<file path="config.mk">
export PLATFORM = sky130hd
export DESIGN_NAME = timerSubsystem
export DESIGN_NICKNAME = d
export VERILOG_FILES = /design/src/rtl/timerPkg.sv /design/src/rtl/timerCfgIf.sv /design/src/rtl/timerCore.sv /design/src/rtl/timerRegs.sv /design/src/rtl/timerSubsystem.sv
export VERILOG_INCLUDE_DIRS = /design/src /design/src/include
export SDC_FILE = /design/constraint.sdc
export NUM_CORES = 1
export LEC_CHECK = 0
export BUFFER_PORTS_ARGS = -buffer_cell sky130_fd_sc_hd__buf_2
export CAP_MARGIN = 10
export CORE_MARGIN = 4
export CORE_UTILIZATION = 50
export CTS_CLUSTER_SIZE = 40
export DETAILED_ROUTE_END_ITERATION = 6
export PLACE_DENSITY = 0.68
export SLEW_MARGIN = 40
export SYNTH_ARGS = -nofsm -noshare
export SYNTH_HDL_FRONTEND = slang
export SYNTH_HIERARCHICAL = 1
export SYNTH_SLANG_ARGS = --single-unit
</file>
<file path="constraint.sdc">
create_clock -name pclk -period 5.4 [get_ports pclk]
set_input_delay 0 -clock pclk [delete_from_list [all_inputs] [get_ports pclk]]
set_output_delay 0 -clock pclk [all_outputs]
set_load 0.05 [all_outputs]
</file>
<file path="src/include/timer_defs.svh">
`ifndef TIMER_DEFS_SVH
`define TIMER_DEFS_SVH

// ####################
// channel and datapath sizes
// ####################

`define TIMER_NUM_CH 2
`define TIMER_WIDTH 32
`define TIMER_ADDR_W 8

// ####################
// address map fields
// ####################

`define TIMER_REG_LSB 2
`define TIMER_REG_MSB 4
`define TIMER_CH_BIT 5

`endif

</file>
<file path="src/rtl/timerPkg.sv">
package timerPkg;

  // ####################
  // register offsets that act as bus opcodes
  // ####################

  typedef enum logic [2:0] {
    regOverflow = 3'd0,  // write also clears the counter.
    regCounter  = 3'd1,  // read only.
    regControl  = 3'd2,
    regCompare  = 3'd3,
    regStatus   = 3'd4   // clear on read.
  } timerReg_e;

  // ####################
  // control register bits
  // ####################

  typedef struct packed {
    logic overflowEn;
    logic compareEn;
    logic interruptEn;
    logic timerEn;
  } timerCtrl_t;

endpackage

</file>
<file path="src/rtl/timerCfgIf.sv">
`timescale 1ns/1ps
`include "timer_defs.svh"

interface timerCfgIf;
  import timerPkg::*;

  logic [`TIMER_WIDTH-1:0] overflowVal;
  logic [`TIMER_WIDTH-1:0] compareVal;
  timerCtrl_t              ctrl;
  logic                    counterClear;  // one-cycle strobe.
  logic                    statusClear;   // one-cycle strobe.
  logic [`TIMER_WIDTH-1:0] counterVal;
  logic [1:0]              status;        // bit 0 overflow, bit 1 compare.

  modport regs (
    output overflowVal, compareVal, ctrl, counterClear, statusClear,
    input  counterVal, status
  );

  modport core (
    input  overflowVal, compareVal, ctrl, counterClear, statusClear,
    output counterVal, status
  );

endinterface

</file>
<file path="src/rtl/timerCore.sv">
`timescale 1ns/1ps
`include "timer_defs.svh"

module timerCore (
  input  logic    pclk,
  input  logic    nreset,
  timerCfgIf.core cfg
);

  logic [`TIMER_WIDTH-1:0] count;
  logic [1:0]              status;
  logic                    running;
  logic                    atOverflow;
  logic                    atCompare;
  logic                    ovfEvent;
  logic                    cmpEvent;

  // ####################
  // event detection
  // ####################

  assign running    = cfg.ctrl.timerEn && !cfg.counterClear;
  assign atOverflow = running && (count == cfg.overflowVal);
  assign atCompare  = running && (count == cfg.compareVal);

  // overflow has priority over compare.
  assign ovfEvent = atOverflow && cfg.ctrl.interruptEn && cfg.ctrl.overflowEn;
  assign cmpEvent = atCompare && !atOverflow && cfg.ctrl.interruptEn && cfg.ctrl.compareEn;

  // ####################
  // counter
  // ####################

  always_ff @(posedge pclk) begin
    if (!nreset) begin
      count <= '0;
    end else if (cfg.counterClear) begin
      count <= '0;
    end else if (cfg.ctrl.timerEn) begin
      if (count == cfg.overflowVal) begin
        count <= '0;  // wrap.
      end else begin
        count <= count + 1'b1;
      end
    end
  end

  // ####################
  // sticky status
  // ####################

  always_ff @(posedge pclk) begin
    if (!nreset) begin
      status <= 2'b00;
    end else if (cfg.statusClear) begin
      status <= 2'b00;  // clear beats a new event.
    end else begin
      status <= status | {cmpEvent, ovfEvent};
    end
  end

  assign cfg.counterVal = count;
  assign cfg.status     = status;

endmodule

</file>
<file path="src/rtl/timerRegs.sv">
`timescale 1ns/1ps
`include "timer_defs.svh"

module timerRegs (
  input  logic                     pclk,
  input  logic                     nreset,
  input  logic                     busWriteEn,
  input  logic                     busReadEn,
  input  logic [`TIMER_ADDR_W-1:0] busAddr,
  input  logic [`TIMER_WIDTH-1:0]  busWriteData,
  output logic [`TIMER_WIDTH-1:0]  busReadData,
  output logic                     fabint,
  timerCfgIf.regs                  cfg [`TIMER_NUM_CH]
);
  import timerPkg::*;

  timerReg_e               regSel;
  logic                    chSel;
  logic                    readAcc;
  logic [`TIMER_WIDTH-1:0] readMux;

  logic [`TIMER_WIDTH-1:0] overflowReg [`TIMER_NUM_CH];
  logic [`TIMER_WIDTH-1:0] compareReg [`TIMER_NUM_CH];
  timerCtrl_t              ctrlReg [`TIMER_NUM_CH];
  logic [`TIMER_NUM_CH-1:0] counterClearReg;
  logic [`TIMER_NUM_CH-1:0] statusClearReg;

  logic [`TIMER_WIDTH-1:0] counterArr [`TIMER_NUM_CH];
  logic [1:0]              statusArr [`TIMER_NUM_CH];
  logic [`TIMER_NUM_CH-1:0] statusAny;

  // ####################
  // address decode
  // ####################

  assign regSel  = timerReg_e'(busAddr[`TIMER_REG_MSB:`TIMER_REG_LSB]);
  assign chSel   = busAddr[`TIMER_CH_BIT];
  assign readAcc = busReadEn && !busWriteEn;  // write wins.

  // ####################
  // per-channel registers
  // ####################

  for (genvar g = 0; g < `TIMER_NUM_CH; g++) begin : genCh
    logic chHit;

    assign chHit = (int'(chSel) == g);

    always_ff @(posedge pclk) begin
      if (!nreset) begin
        overflowReg[g]     <= '0;
        compareReg[g]      <= '0;
        ctrlReg[g]         <= '0;
        counterClearReg[g] <= 1'b0;
        statusClearReg[g]  <= 1'b0;
      end else begin
        counterClearReg[g] <= busWriteEn && chHit && (regSel == regOverflow);
        statusClearReg[g]  <= readAcc && chHit && (regSel == regStatus);
        if (busWriteEn && chHit) begin
          case (regSel)
            regOverflow: overflowReg[g] <= busWriteData;
            regControl:  ctrlReg[g] <= timerCtrl_t'(busWriteData[$bits(timerCtrl_t)-1:0]);
            regCompare:  compareReg[g] <= busWriteData;
            default: ;  // counter and status ignore writes.
          endcase
        end
      end
    end

    assign cfg[g].overflowVal  = overflowReg[g];
    assign cfg[g].compareVal   = compareReg[g];
    assign cfg[g].ctrl         = ctrlReg[g];
    assign cfg[g].counterClear = counterClearReg[g];
    assign cfg[g].statusClear  = statusClearReg[g];

    assign counterArr[g] = cfg[g].counterVal;
    assign statusArr[g]  = cfg[g].status;
    assign statusAny[g]  = |cfg[g].status;
  end

  // ####################
  // read path and interrupt
  // ####################

  always_comb begin
    readMux = '0;
    case (regSel)
      regOverflow: readMux = overflowReg[chSel];
      regCounter:  readMux = counterArr[chSel];
      regControl:  readMux[$bits(timerCtrl_t)-1:0] = ctrlReg[chSel];  // zero-extended.
      regCompare:  readMux = compareReg[chSel];
      regStatus:   readMux[1:0] = statusArr[chSel];
      default:     readMux = '0;
    endcase
  end

  always_ff @(posedge pclk) begin
    if (!nreset) begin
      busReadData <= '0;
      fabint      <= 1'b0;
    end else begin
      if (readAcc) begin
        busReadData <= readMux;  // holds until the next read.
      end
      fabint <= |statusAny;
    end
  end

endmodule

</file>
<file path="src/rtl/timerSubsystem.sv">
`timescale 1ns/1ps
`include "timer_defs.svh"

module timerSubsystem (
  input  logic                     pclk,
  input  logic                     nreset,
  input  logic                     busWriteEn,
  input  logic                     busReadEn,
  input  logic [`TIMER_ADDR_W-1:0] busAddr,
  input  logic [`TIMER_WIDTH-1:0]  busWriteData,
  output logic [`TIMER_WIDTH-1:0]  busReadData,
  output logic                     fabint
);

  // ####################
  // channel links
  // ####################

  timerCfgIf cfgIf [`TIMER_NUM_CH] ();

  // ####################
  // register block
  // ####################

  timerRegs regs0 (
    .pclk         (pclk),
    .nreset       (nreset),
    .busWriteEn   (busWriteEn),
    .busReadEn    (busReadEn),
    .busAddr      (busAddr),
    .busWriteData (busWriteData),
    .busReadData  (busReadData),
    .fabint       (fabint),
    .cfg          (cfgIf)
  );

  // ####################
  // timer channels
  // ####################

  for (genvar g = 0; g < `TIMER_NUM_CH; g++) begin : genCore
    timerCore core0 (
      .pclk   (pclk),
      .nreset (nreset),
      .cfg    (cfgIf[g])
    );
  end

endmodule

</file>
==> impl_metrics.ini <==
[timing]
slew-limit-headroom_pct = 48.2
timing.clock.skew_ns = 0.0197
finalHoldViolCount = 1
setup_repair_after_global_routing_missed_its_margin = false
setup_viol = 0
finalCritPeriodShare_pct = 51.0
timing_worst_slew_pin_value_ns = 0.769
totalNegativeSetupSlack_ns = 0
achievable-frequency_mhz = 363
min_period_ns = 2.76
final_max_slew_viol_count = 0
worst_hold_slack_ns = -0.000802

[power]
powerDensity_nw_per_um2 = 285
power.internal_uw = 3110
clock_power_share_pct = 40.8
design_power_total_uw = 4090
ir_drop_mv = 0.267
switching_share_pct = 23.9
p_leak_uw = 0.00521
power_switching_uw = 977
p_seq_share_pct = 50.7
p_comb_share_pct = 8.4

[critical_path]
worst_ep_required_time_ns = 5.81
startpoint_type = register
critical_path.endpoint_type = register
worstPathMaxFanout = 22
regToRegSetupSlack_ns = 2.64
timing.setup.critical_path_class = register to register
crit_arrival_ns = 3.16

[synth]
synth_seq_area_share_pct = 49.5
syn-num-nets = 1239
post-synth-top-area-fraction_pct = 32.7
synth_common_cells = sky130_fd_sc_hd__and2_1, sky130_fd_sc_hd__xnor2_1, sky130_fd_sc_hd__edfxtp_1
netlist_top_cells_area = sky130_fd_sc_hd__edfxtp_1, sky130_fd_sc_hd__dfxtp_1, sky130_fd_sc_hd__xnor2_1
synth_area_sq_um = 12500
ys_dominant_reg_cell = sky130_fd_sc_hd__edfxtp_1
number_of_synthesized_flops_with_an_enable_pin = 136
netlist-cell-type-count = 49
yosys_register_bits = 241
synth_warnings = 6
post-synth-top-area-cell = sky130_fd_sc_hd__edfxtp_1
synthArstFlopShare_pct = 0
netlist_instances = 1193
average_size_of_a_mapped_cell_sq_um = 10.5

[clocking]
cts_tree = yes
post-cts-setup-buffers = 0
clkSinkCount = 241
root_buffer = sky130_fd_sc_hd__clkbuf_16
cts.hold.buffers_added = 38
h_tree_levels = 1
maximum_clock_insertion_buffer_count = 3
clk_transition_reported_paths_ns = 0.06
clkLatencyLatePin_ns = 0.53
cts_resized = 0
tritoncts.num_buffers = 26

[global_routing]
largest_net_degree_at_the_start_of_global_routing = 59
globalRouteTotalUtil_pct = 25.4
grt_pass1_vias = 8790
grt.overflow.total = 0
antenna_violations_before_repair = 2
grt_first_pass_wirelength_microns = 54200

[floorplan]
core.rowCount = 57
coreArea_sq_um = 24500
start_util_pct = 51.1
pin_count = 77
die_area_sq_um = 27600
die-width_microns = 166
floorplan.die.height_microns = 166

[placement]
routabilityCongestion = 0.922
io_buffer_count = 72
dp.cells = 1529
dp.final_hpwl_microns = 25700

[detailed_routing]
post_drt_wl_per_cell_microns = 22.5
vias_per_cell = 5.76
routed-via-count = 9300
drt-initial-drc-count = 1008
drt_first_pass_iters = 6
routed_wirelength_microns = 36300
drc = 0
route.antenna.remaining_nets = 0

[cells_and_area]
finish.cell_count_without_fillers = 1615
syn_to_final_growth_pct = 14.6
post_layout_net_count = 1318
post_route_utilization_pct = 58.5
final_layout_size_suffix_gt1_share_pct = 12.3
diode_insertion_count_for_antenna_repair = 0
n_fill_cell = 2080

[status]
result_of_the_run = finished, violations left
failed_checks = negative hold slack

[min_path]
min_path_type = primary input to register

[flow_run]
timing.max_cap.violations = 0
[registers in the layout, indices dropped and copies added (netlist names)]
name and flops:
genCore.core0/cfg.counterVal 64, regs0/compareReg 64, regs0/overflowReg 64, regs0/busReadData 32, regs0/ctrlReg 8, genCore.core0/cfg.status 4, regs0/cfg.counterClear 2, regs0/cfg.statusClear 2
regs0/fabint 1
[layout make-up]
type	instances	area (sq um)	area share [%]
multi-input combinational	861	5950	41.5
timing repair buffer	136	965	6.74
sequential	241	6190	43.2
clock buffer	40	759	5.30
clock inverter	7	31.3	0.218
tap	324	405	2.83
inverter	6	22.5	0.157
[path summary, 6_finish.rpt]
path / startpoint / endpoint / cells past startpoint
worst max-delay path: genCore[1].core0/cfg.counterVal[22] / genCore[1].core0/cfg.counterVal[16] / 6
worst min-delay path: busAddr[5] / regs0/cfg[0].statusClear / 2
worst max register to register: genCore[1].core0/cfg.counterVal[22] / genCore[1].core0/cfg.counterVal[16] / 6
worst min register to register: regs0/busReadData[5] / regs0/busReadData[5] / 2
[logic make-up (layout without fill, tap and decap cells)]
family                     count (synthesis)  count (layout)  share of synthesized area (%)
and+or+nand+nor                          478             478                           20.9
DFF                                      241             241                           49.5
xor gates and xnor gates                 188             188                           13.2
muxes                                    104             104                           8.34
buffers and inverters                     91             189                           3.51
AOI/OAI and AO/OA                         89              89                           4.34
adders and majority gates                  2               2                          0.200
[placed cells by master, fill, tap and decap left out, types with 6 or more instances in the layout]
master                          instances
sky130_fd_sc_hd__nand3_1               24
sky130_fd_sc_hd__and4_1                 8
sky130_fd_sc_hd__nor2_1               132
sky130_fd_sc_hd__inv_1                  6
sky130_fd_sc_hd__clkbuf_1              10
sky130_fd_sc_hd__and3_1                14
sky130_fd_sc_hd__dlygate4sd3_1         38
sky130_fd_sc_hd__nand4_1               46
sky130_fd_sc_hd__mux2i_1              104
sky130_fd_sc_hd__o22ai_1               37
sky130_fd_sc_hd__dfxtp_1              105
sky130_fd_sc_hd__xor2_1                50
sky130_fd_sc_hd__edfxtp_1             136
sky130_fd_sc_hd__and2_1               138
sky130_fd_sc_hd__nor4_1                10
sky130_fd_sc_hd__nand2_1               50
sky130_fd_sc_hd__buf_2                 71
sky130_fd_sc_hd__nor3_1                15
sky130_fd_sc_hd__o21ai_1               29
sky130_fd_sc_hd__buf_4                 22
sky130_fd_sc_hd__clkbuf_16             28
sky130_fd_sc_hd__xnor2_1              138
[power by group through the flow]
stage                     clock network, uW  logic (uW)  registers [uW]
after floorplan                           0         201            2100
after global placement                    0         314            2110
after detailed placement                  0         318            2110
after CTS                              1690         340            2070
after global routing                   1770         364            2080
final                                  1670         345            2070
[layer usage]
layer | GRT usage [%] | wire length (microns)
met4 | 6.60 | 973
met3 | 4.05 | 3520
met5 | 0 | 13
met1 | 37.0 | 15500
met2 | 39.7 | 16200
[through the flow]
stage	area, sq um	setup WS (ns)
finish	14300	2.64
global route	14300	2.46
CTS	14300	2.65
detailed placement	13100	2.70
global placement	13100	2.47
floorplan	12500	1.91
[critical path, stage by stage (launching register included)]
cell and delay (ns):
sky130_fd_sc_hd__dfxtp_1 0.57, sky130_fd_sc_hd__xnor2_1 0.20, sky130_fd_sc_hd__nand4_1 0.17, sky130_fd_sc_hd__nor4_1 0.68, sky130_fd_sc_hd__a311o_1 0.58, sky130_fd_sc_hd__buf_4 0.35, sky130_fd_sc_hd__nor2_1 0.08
(Power assumes the default switching activity.)
